**config.mk**
```make
export PLATFORM = sky130hd
export DESIGN_NAME = exec_mem_top
export DESIGN_NICKNAME = d
export VERILOG_FILES = /design/src/rtl/isa_pkg.sv /design/src/rtl/pipe_pkg.sv /design/src/rtl/ex_mem_if.sv /design/src/rtl/exu_alu.sv /design/src/rtl/exu_bru.sv /design/src/rtl/exu.sv /design/src/rtl/lsu.sv /design/src/rtl/exec_mem_top.sv
export SDC_FILE = /design/constraint.sdc
export NUM_CORES = 1
export LEC_CHECK = 0
export BUFFER_PORTS_ARGS = -buffer_cell sky130_fd_sc_hd__buf_2
export CORE_ASPECT_RATIO = 0.5
export CORE_UTILIZATION = 30
export CTS_BUF_LIST = sky130_fd_sc_hd__clkbuf_16
export DETAILED_ROUTE_END_ITERATION = 6
export SLEW_MARGIN = 20
export SYNTH_ARGS = -nofsm -noshare
export SYNTH_HDL_FRONTEND = slang
export SYNTH_SLANG_ARGS = --single-unit
```
**constraint.sdc**
```tcl
create_clock -name clk -period 8 [get_ports clk]
set_clock_uncertainty 0.15 [all_clocks]
set_input_delay 0.8 -clock clk [delete_from_list [all_inputs] [get_ports clk]]
set_output_delay 0.8 -clock clk [all_outputs]
set_load 0.02 [all_outputs]
```
**src/rtl/isa_pkg.sv**
```systemverilog
// Operation encodings shared by the execute and memory stages
// Decode drives these codes, exu_alu, exu_bru and lsu interpret them
`default_nettype none

package isa_pkg;

  localparam int XLEN          = 32;
  localparam int AluOpWidth    = 4;
  localparam int BranchOpWidth = 3;
  localparam int LsuOpWidth    = 3;

  // Register/immediate ALU operations, passb serves LUI
  typedef enum logic [AluOpWidth-1:0] {
    alu_add   = 4'd0,
    alu_sub   = 4'd1,
    alu_sll   = 4'd2,
    alu_slt   = 4'd3,
    alu_sltu  = 4'd4,
    alu_xor   = 4'd5,
    alu_srl   = 4'd6,
    alu_sra   = 4'd7,
    alu_or    = 4'd8,
    alu_and   = 4'd9,
    alu_passb = 4'd10
  } alu_op_e;

  typedef enum logic [BranchOpWidth-1:0] {
    br_beq  = 3'd0,
    br_bne  = 3'd1,
    br_blt  = 3'd2,
    br_bge  = 3'd3,
    br_bltu = 3'd4,
    br_bgeu = 3'd5
  } br_op_e;

  // Loads occupy the low codes, stores the top three
  typedef enum logic [LsuOpWidth-1:0] {
    lsu_lb  = 3'd0,
    lsu_lh  = 3'd1,
    lsu_lw  = 3'd2,
    lsu_lbu = 3'd3,
    lsu_lhu = 3'd4,
    lsu_sb  = 3'd5,
    lsu_sh  = 3'd6,
    lsu_sw  = 3'd7
  } lsu_op_e;

endpackage : isa_pkg

`default_nettype wire

```
**src/rtl/pipe_pkg.sv**
```systemverilog
// Payload that the execute stage hands to the memory stage
// Carried by ex_mem_if, loaded into the exu output register
`default_nettype none

package pipe_pkg;

  typedef struct packed {
    logic [31:0]      alu_res;     // ALU result, load/store address or redirect target
    logic [31:0]      store_data;  // Unshifted rs2 value for stores
    isa_pkg::lsu_op_e lsu_op;
    logic             lsu;         // Item needs a Wishbone access
    logic [4:0]       rd_addr;
    logic             rd_en;
    logic             compressed;
  } ex_mem_t;

  // Value of the execute/memory register out of reset
  localparam ex_mem_t EX_MEM_RESET = '0;

endpackage : pipe_pkg

`default_nettype wire

```
**src/rtl/ex_mem_if.sv**
```systemverilog
// Execute-to-memory link with valid and back-pressure stall
// exu connects as producer, lsu as consumer
`default_nettype none

interface ex_mem_if;
  import pipe_pkg::*;

  logic    valid;
  ex_mem_t payload;
  logic    stall;  // Memory stage cannot take a new item

  modport producer (
    output valid,
    output payload,
    input  stall
  );

  modport consumer (
    input  valid,
    input  payload,
    output stall
  );

endinterface : ex_mem_if

`default_nettype wire

```
**src/rtl/exu_alu.sv**
```systemverilog
// Combinational RV32I integer ALU
// Operand selection happens in exu, this block only computes
`default_nettype none

module exu_alu (
  input  logic [isa_pkg::XLEN-1:0] a,
  input  logic [isa_pkg::XLEN-1:0] b,
  input  isa_pkg::alu_op_e         alu_op,
  output logic [isa_pkg::XLEN-1:0] res
);
  import isa_pkg::*;

  logic [4:0] shamt;

  assign shamt = b[4:0];  // RV32 shifts only look at five bits

  always_comb begin
    case (alu_op)
      alu_add:   res = a + b;
      alu_sub:   res = a - b;
      alu_sll:   res = a << shamt;
      alu_slt:   res = {{(XLEN-1){1'b0}}, $signed(a) < $signed(b)};
      alu_sltu:  res = {{(XLEN-1){1'b0}}, a < b};
      alu_xor:   res = a ^ b;
      alu_srl:   res = a >> shamt;
      alu_sra:   res = $unsigned($signed(a) >>> shamt);
      alu_or:    res = a | b;
      alu_and:   res = a & b;
      alu_passb: res = b;
      default:   res = '0;
    endcase
  end

endmodule : exu_alu

`default_nettype wire

```
**src/rtl/exu_bru.sv**
```systemverilog
// Branch condition evaluation for the six RV32I compare types
`default_nettype none

module exu_bru (
  input  logic                     en,
  input  isa_pkg::br_op_e          br_type,
  input  logic [isa_pkg::XLEN-1:0] a,
  input  logic [isa_pkg::XLEN-1:0] b,
  output logic                     out
);
  import isa_pkg::*;

  logic cond;

  always_comb begin
    case (br_type)
      br_beq:  cond = (a == b);
      br_bne:  cond = (a != b);
      br_blt:  cond = ($signed(a) < $signed(b));
      br_bge:  cond = ($signed(a) >= $signed(b));
      br_bltu: cond = (a < b);
      br_bgeu: cond = (a >= b);
      default: cond = 1'b0;
    endcase
  end

  assign out = en && cond;  // Non-branches never report taken

endmodule : exu_bru

`default_nettype wire

```
**src/rtl/exu.sv**
```systemverilog
// Execute stage: operand select, ALU, branch resolution against the prediction
// and the stallable register that feeds the memory stage
`default_nettype none

module exu (
  input  logic                     clk,
  input  logic                     rst_n,
  input  logic                     valid_e,
  input  logic [isa_pkg::XLEN-1:0] rs1_data_e,
  input  logic [isa_pkg::XLEN-1:0] rs2_data_e,
  input  logic [31:1]              pc_e,
  input  logic [isa_pkg::XLEN-1:0] imm_e,
  input  logic                     compressed_e,
  input  logic                     use_imm_e,
  input  logic                     use_pc_e,
  input  logic                     alu_e,
  input  isa_pkg::alu_op_e         alu_op_e,
  input  logic                     br_e,
  input  isa_pkg::br_op_e          br_op_e,
  input  logic                     br_taken_e,
  input  logic                     lsu_e,
  input  isa_pkg::lsu_op_e         lsu_op_e,
  input  logic [4:0]               rd_addr_e,
  input  logic                     rd_en_e,
  input  logic                     illegal_e,
  output logic                     should_br,
  output logic [isa_pkg::XLEN-1:0] redirect_pc,
  output logic                     br_mispredict,
  ex_mem_if.producer               mem
);
  import isa_pkg::*;
  import pipe_pkg::*;

  logic [XLEN-1:0]  pc_full;
  logic [XLEN-1:0]  op_a;
  logic [XLEN-1:0]  op_b;
  logic [XLEN-1:0]  alu_out;
  logic [XLEN-1:0]  res_next;
  logic             bru_out;
  logic             accept;
  logic             mispredict_raw;
  isa_pkg::alu_op_e alu_op_sel;
  ex_mem_t          payload_next;

  assign pc_full = {pc_e, 1'b0};
  assign op_a    = use_pc_e ? pc_full : rs1_data_e;
  assign op_b    = use_imm_e ? imm_e : rs2_data_e;
  assign accept  = valid_e && !mem.stall;

  // Loads, stores, branches and jumps only need an address sum
  always_comb begin
    if (alu_e) alu_op_sel = alu_op_e;
    else alu_op_sel = alu_add;
  end

  exu_alu u_alu (
    .a     (op_a),
    .b     (op_b),
    .alu_op(alu_op_sel),
    .res   (alu_out)
  );

  // Branch compare always uses the register operands
  exu_bru u_bru (
    .en     (br_e),
    .br_type(br_op_e),
    .a      (rs1_data_e),
    .b      (rs2_data_e),
    .out    (bru_out)
  );

  assign mispredict_raw = br_taken_e && !bru_out;
  assign br_mispredict  = accept && mispredict_raw;

  always_comb begin
    if (mispredict_raw) res_next = compressed_e ? pc_full + 32'd2 : pc_full + 32'd4;
    else res_next = alu_out;
  end

  always_comb begin
    payload_next            = EX_MEM_RESET;
    payload_next.alu_res    = res_next;
    payload_next.store_data = rs2_data_e;
    payload_next.lsu_op     = lsu_op_e;
    payload_next.lsu        = valid_e && lsu_e && !illegal_e;
    payload_next.rd_addr    = rd_addr_e;
    payload_next.rd_en      = valid_e && rd_en_e && !illegal_e;
    payload_next.compressed = compressed_e;
  end

  always_ff @(posedge clk or negedge rst_n) begin
    if (!rst_n) begin
      should_br   <= 1'b0;
      mem.valid   <= 1'b0;
      mem.payload <= EX_MEM_RESET;
    end else begin
      should_br <= accept && !br_taken_e && bru_out;  // One pulse per taken, unpredicted branch
      if (!mem.stall) begin
        mem.valid   <= valid_e;
        mem.payload <= payload_next;
      end
    end
  end

  assign redirect_pc = mem.payload.alu_res;

endmodule : exu

`default_nettype wire

```
**src/rtl/lsu.sv**
```systemverilog
// Memory stage: Wishbone classic master for loads and stores plus the writeback register
// Non-memory items go straight to writeback, memory items hold the stage until ack
`default_nettype none

module lsu (
  input  logic                     clk,
  input  logic                     rst_n,
  ex_mem_if.consumer               mem,
  output logic                     wb_cyc,
  output logic                     wb_stb,
  output logic                     wb_we,
  output logic [31:2]              wb_adr,
  output logic [3:0]               wb_sel,
  output logic [isa_pkg::XLEN-1:0] wb_dat_w,
  input  logic [isa_pkg::XLEN-1:0] wb_dat_r,
  input  logic                     wb_ack,
  output logic                     rd_en_w,
  output logic [4:0]               rd_addr_w,
  output logic [isa_pkg::XLEN-1:0] rd_data_w
);
  import isa_pkg::*;
  import pipe_pkg::*;

  typedef enum logic {
    s_idle,
    s_busy
  } state_t;

  state_t          state;
  ex_mem_t         item;
  logic            busy;
  logic            take;
  logic            done;
  logic            is_store;
  logic [1:0]      off;
  logic [XLEN-1:0] lane_data;
  logic [XLEN-1:0] load_data;

  assign busy      = (state == s_busy);
  assign mem.stall = busy;
  assign take      = mem.valid && !mem.stall;
  assign done      = busy && wb_ack;

  always_ff @(posedge clk or negedge rst_n) begin
    if (!rst_n) begin
      state <= s_idle;
    end else if (take && mem.payload.lsu) begin
      state <= s_busy;
    end else if (done) begin
      state <= s_idle;  // cyc and stb fall on the edge after ack
    end
  end

  always_ff @(posedge clk) begin
    if (take) item <= mem.payload;
  end

  assign off      = item.alu_res[1:0];
  assign is_store = item.lsu_op inside {lsu_sb, lsu_sh, lsu_sw};

  assign wb_cyc   = busy;
  assign wb_stb   = busy;
  assign wb_we    = busy && is_store;
  assign wb_adr   = item.alu_res[31:2];
  assign wb_dat_w = item.store_data << {off, 3'b000};  // Move the store into its byte lanes

  always_comb begin
    case (item.lsu_op)
      lsu_lb, lsu_lbu, lsu_sb: wb_sel = 4'b0001 << off;
      lsu_lh, lsu_lhu, lsu_sh: wb_sel = 4'b0011 << off;
      default:                 wb_sel = 4'b1111;
    endcase
  end

  assign lane_data = wb_dat_r >> {off, 3'b000};

  always_comb begin
    case (item.lsu_op)
      lsu_lb:  load_data = {{24{lane_data[7]}}, lane_data[7:0]};
      lsu_lbu: load_data = {24'd0, lane_data[7:0]};
      lsu_lh:  load_data = {{16{lane_data[15]}}, lane_data[15:0]};
      lsu_lhu: load_data = {16'd0, lane_data[15:0]};
      default: load_data = lane_data;
    endcase
  end

  always_ff @(posedge clk or negedge rst_n) begin
    if (!rst_n) begin
      rd_en_w <= 1'b0;
    end else if (take && !mem.payload.lsu) begin
      rd_en_w <= mem.payload.rd_en;
    end else if (done) begin
      rd_en_w <= item.rd_en && !is_store;  // Stores never write back
    end else begin
      rd_en_w <= 1'b0;
    end
  end

  always_ff @(posedge clk) begin
    if (take && !mem.payload.lsu) begin
      rd_addr_w <= mem.payload.rd_addr;
      rd_data_w <= mem.payload.alu_res;
    end else if (done) begin
      rd_addr_w <= item.rd_addr;
      rd_data_w <= load_data;
    end
  end

endmodule : lsu

`default_nettype wire

```
**src/rtl/exec_mem_top.sv**
```systemverilog
// Execute and memory stages joined by the execute-to-memory link
// Decode-side inputs, writeback, redirect and Wishbone master leave as plain ports
`default_nettype none

module exec_mem_top (
  input  logic                     clk,
  input  logic                     rst_n,
  input  logic                     valid_e,
  input  logic [isa_pkg::XLEN-1:0] rs1_data_e,
  input  logic [isa_pkg::XLEN-1:0] rs2_data_e,
  input  logic [31:1]              pc_e,
  input  logic [isa_pkg::XLEN-1:0] imm_e,
  input  logic                     compressed_e,
  input  logic                     use_imm_e,
  input  logic                     use_pc_e,
  input  logic                     alu_e,
  input  isa_pkg::alu_op_e         alu_op_e,
  input  logic                     br_e,
  input  isa_pkg::br_op_e          br_op_e,
  input  logic                     br_taken_e,
  input  logic                     lsu_e,
  input  isa_pkg::lsu_op_e         lsu_op_e,
  input  logic [4:0]               rd_addr_e,
  input  logic                     rd_en_e,
  input  logic                     illegal_e,
  output logic                     stall,
  output logic                     br_mispredict,
  output logic                     should_br,
  output logic [isa_pkg::XLEN-1:0] redirect_pc,
  output logic                     rd_en_w,
  output logic [4:0]               rd_addr_w,
  output logic [isa_pkg::XLEN-1:0] rd_data_w,
  output logic                     wb_cyc,
  output logic                     wb_stb,
  output logic                     wb_we,
  output logic [31:2]              wb_adr,
  output logic [3:0]               wb_sel,
  output logic [isa_pkg::XLEN-1:0] wb_dat_w,
  input  logic [isa_pkg::XLEN-1:0] wb_dat_r,
  input  logic                     wb_ack
);

  ex_mem_if ex_mem ();

  assign stall = ex_mem.stall;  // Upstream holds its instruction while lsu is busy

  exu u_exu (
    .clk          (clk),
    .rst_n        (rst_n),
    .valid_e      (valid_e),
    .rs1_data_e   (rs1_data_e),
    .rs2_data_e   (rs2_data_e),
    .pc_e         (pc_e),
    .imm_e        (imm_e),
    .compressed_e (compressed_e),
    .use_imm_e    (use_imm_e),
    .use_pc_e     (use_pc_e),
    .alu_e        (alu_e),
    .alu_op_e     (alu_op_e),
    .br_e         (br_e),
    .br_op_e      (br_op_e),
    .br_taken_e   (br_taken_e),
    .lsu_e        (lsu_e),
    .lsu_op_e     (lsu_op_e),
    .rd_addr_e    (rd_addr_e),
    .rd_en_e      (rd_en_e),
    .illegal_e    (illegal_e),
    .should_br    (should_br),
    .redirect_pc  (redirect_pc),
    .br_mispredict(br_mispredict),
    .mem          (ex_mem.producer)
  );

  lsu u_lsu (
    .clk      (clk),
    .rst_n    (rst_n),
    .mem      (ex_mem.consumer),
    .wb_cyc   (wb_cyc),
    .wb_stb   (wb_stb),
    .wb_we    (wb_we),
    .wb_adr   (wb_adr),
    .wb_sel   (wb_sel),
    .wb_dat_w (wb_dat_w),
    .wb_dat_r (wb_dat_r),
    .wb_ack   (wb_ack),
    .rd_en_w  (rd_en_w),
    .rd_addr_w(rd_addr_w),
    .rd_data_w(rd_data_w)
  );

endmodule : exec_mem_top

`default_nettype wire

```
==> run_results.csv <==
group,metric,value,unit
min_path,hp-class,"flip-flop to flip-flop",
sta,rsz0062_at_grt,"false",
drt,drt_drc_violations_left,0,
yosys,synth_top_area_share,16.5,%
place,hpwl,78.0,mm
cts,clockRootBuffer,"clkbuf_16",
drt,vias,21208,
drt,antenna_left,0,
min_path,min_from,"u_exu.mem.payload[42]$_DFFE_PN0N_",
yosys,synth_xor_area_share,1.84,%
setup_path,ff2ff_path_depth,6,
sta,fin_crit_sh,69.9,%
min_path,whs_path_depth,0,
cts,cts_tree,"yes",
sta,hold_viol_final,0,
yosys,synthArstFlopShare,41.5,%
setup_path,worst-path-max-fanout,32,
global_routing,antenna_found_initial,4,
place,port_buffers,328,
sta,timing.final.crit_period,5590,ps
global_routing,grt_pass1_wl,140,mm
final_layout,ff_latch_area,5260,sq um
yosys,synth_compound_area_share,24.9,%
cts,insertion_delay,480,ps
die,ios,329,
yosys,synthMuxAreaShare,12.5,%
drt,first_pass_iters,6,
die,die-area,67800,sq um
yosys,synth_cells,2447,
place,gp_congestion,1.03,
cts,cts_max_level,4,
global_routing,grt-ovfl-total,0,
cts,clock_sinks,188,
place,placed_cells,3464,
drt,drt_iter0_markers,2910,
yosys,synth_top_family_by_area,"compound AO/OA/AOI/OAI gates",
cts,clock_path_buffers,2,
yosys,synth_common_cells,"309 x nand2_1, 197 x nor2_1, 166 x mux2i_1, 155 x o21ai_0, 153 x a21oi_1",
yosys,synth_ff_type,"edfxtp_1",
drt,wl_per_cell,28.4,um
drt,viasPerCell,6.06,
pwr,p_leak,9.67,nW
global_routing,grt.total_usage,28.2,%
sta,slew_headroom,24.3,%
setup_path,r2r-end,"u_lsu.rd_data_w[24]$_DFFE_PP_",
sta,final_max_slew_viol_count,0,
min_path,min_to,"u_lsu.item[42]$_DFFE_PP_",
yosys,yosysWarnings,0,
sta,fmax,0.179,GHz
yosys,yosys.area.top_type,"edfxtp_1",
global_routing,grt_pass1_vias,19400,
final_layout,fin_cells,3498,
pwr,power_density,191,nW/um^2
die,coreArea,65500,sq um
die,initial_core_util,30.6,%
yosys,synth_nets,2767,
final_layout,drive_gt1_share,19.2,%
die,fp-row-count,66,
yosys,yosysSeqAreaShare,26.3,%
yosys,synth.most_common_cell,"nand2_1",
sta,tightest_slew,1120,ps
yosys,synth_area_per_cell,8.18,sq um
yosys,synth-seq-cells,188,
yosys,syn-cell-area,20000,sq um
setup_path,timing.reg2reg.setup_slack,4780,ps
final_layout,syn_to_final_growth,12.6,%
final_layout,nNetsFinal,2920,
global_routing,grt_max_degree,87,
setup_path,arrival,5760,ps
sta,setup_viol,0,
setup_path,path_class,"input port to flip-flop",
yosys,synth-edff-count,110,
final_layout,multi_input_area,13100,sq um
final_layout,num-fill-cells,6941,
setup_path,cp-end-kind,"flip-flop",
outcome,outcome,"finished, final reports clean",
setup_path,worstReg2RegStart,"u_lsu.mem.stall$_DFFE_PN0P_",
yosys,synth_fa_ha_area_share,8.39,%
cts,cts_buffers,17,
cts,ctsResizeCount,0,
cts,clk_pin_slew_worst_paths,90,ps
yosys,post_synth_num_cell_types,101,
die,die-width,367,um
setup_path,worstPathRequired,8170,ps
job,cap_violations,0,
yosys,synthSimpleGateAreaFrac,17.4,%
setup_path,startpoint_type,"input port",
sta,setup_tns,0,ps
die,die_y,185,um
yosys,synth_area_leaders,"edfxtp_1 17%, dfrtp_1 9.8%, mux2i_1 8.3%",
pwr,ir_drop,0.137,mV
drt,routed_wl,99.5,mm
[worst max-delay path by stage]
| stage | startpoint | end | slack (ps) | cells past startpoint |
|---|---|---|---|---|
| final | use_imm_e | u_exu.redirect_pc[31]$_DFFE_PN0N_ | 2410 | 14 |
| after global routing | use_imm_e | u_exu.redirect_pc[31]$_DFFE_PN0N_ | 2220 | 15 |
| after CTS | use_imm_e | u_exu.redirect_pc[31]$_DFFE_PN0N_ | 2600 | 14 |
| after detailed placement | use_imm_e | u_exu.redirect_pc[31]$_DFFE_PN0N_ | 2090 | 14 |
| after global placement | use_imm_e | u_exu.redirect_pc[31]$_DFFE_PN0N_ | 2290 | 14 |
| after floorplan | u_lsu.mem.stall$_DFFE_PN0P_ | u_lsu.rd_addr_w[0]$_DFFE_PP_ | 1520 | 5 |
[repair_timing]
item / CTS / global route
hold endpoints to repair: 6 / 0
hold buffers: 1 / 0
buffers inserted: 0 / 0
[per-layer routing]
layer / global-route usage, % / share of wire (%)
met1: 39.2 / 43
met2: 41.6 / 43
met3: 8.11 / 11
met4: 9.15 / 3.5
met5: 0 / 0
[metrics by stage]
stage	cell area [sq um]	utilization, %	setup WS, ps	hold WS, ps	power [mW]
after global routing	22500	34.4	2220	299	4.46
after CTS	22500	34.4	2600	293	4.25
after floorplan	20000	-	1520	269	2.64
final	22500	34.4	2410	294	4.30
after global placement	21900	33.4	2290	273	3.31
after detailed placement	21900	33.4	2090	281	3.31
[cells in the final DEF, fill, tap and decap left out, types with 11 or more instances in the layout]
master     count
buf_2        327
nand2_1      309
nor2_1       196
mux2i_1      163
a21oi_1      153
o21ai_0      153
ha_1         131
inv_1        121
edfxtp_1     110
dfrtp_1       77
nand3_1       55
nor3_1        50
buf_4         42
o211ai_1      41
xnor2_1       38
a211oi_1      37
o22ai_1       35
a21o_1        32
mux2_2        29
nand4_1       27
nor2b_1       26
o221ai_1      26
a31oi_1       25
a221o_1       22
o31ai_1       19
nand2b_1      18
a22oi_1       18
and2_1        17
a221oi_1      17
clkbuf_16     17
mux2i_4       14
o22a_1        13
nor4_1        13
inv_2         12
mux2i_2       11
or3_1         11
and3_1        11
[worst max-delay path, cell delays in order]
cell and delay [ps]:
buf_2 300, buf_4 550, mux2i_2 360, buf_4 390
ha_1 380, or4_1 590, a311o_1 390, a31o_2 330
o41ai_1 270, a31oi_1 210, a21oi_1 220, mux2_2 350
a221oi_1 400, o221ai_1 190
[cell families (layout without fill, tap and decap cells)]
logic type	after synthesis	after routing
AOI/OAI and AO/OA	724	724
other	0	1
muxes	224	224
and+or+nand+nor	768	768
buffers and inverters	368	534
DFF	188	188
xor gates and xnor gates	42	42
adders and majority gates	133	133
[state kept, by name, indices dropped and copies added, names as in the netlist, 5 cells and up]
register           flops
u_exu.mem.payload     42
u_lsu.item            43
u_exu.redirect_pc     32
u_lsu.rd_data_w       32
u_lsu.rd_addr_w        5
u_lsu.wb_adr          30
[report_power, final]
group / internal (mW) / total (mW) / leakage [nW] / switching [mW]
logic: 0.626 / 1.97 / 7.35 / 1.35
registers: 1.23 / 1.39 / 2.01 / 0.160
clock network: 0.506 / 0.936 / 0.314 / 0.430
total: 2.36 / 4.30 / 9.67 / 1.94
[final cells by class]
type,count,area share [%]
multi-input combinational,1891,58.1
sequential,188,23.3
timing repair buffer,370,8.70
tap,884,4.91
inverter,132,2.20
clock buffer,17,1.89
clock inverter,15,0.905
antenna,1,0.0111
No activity file was read; power rests on OpenSTA's default activity.
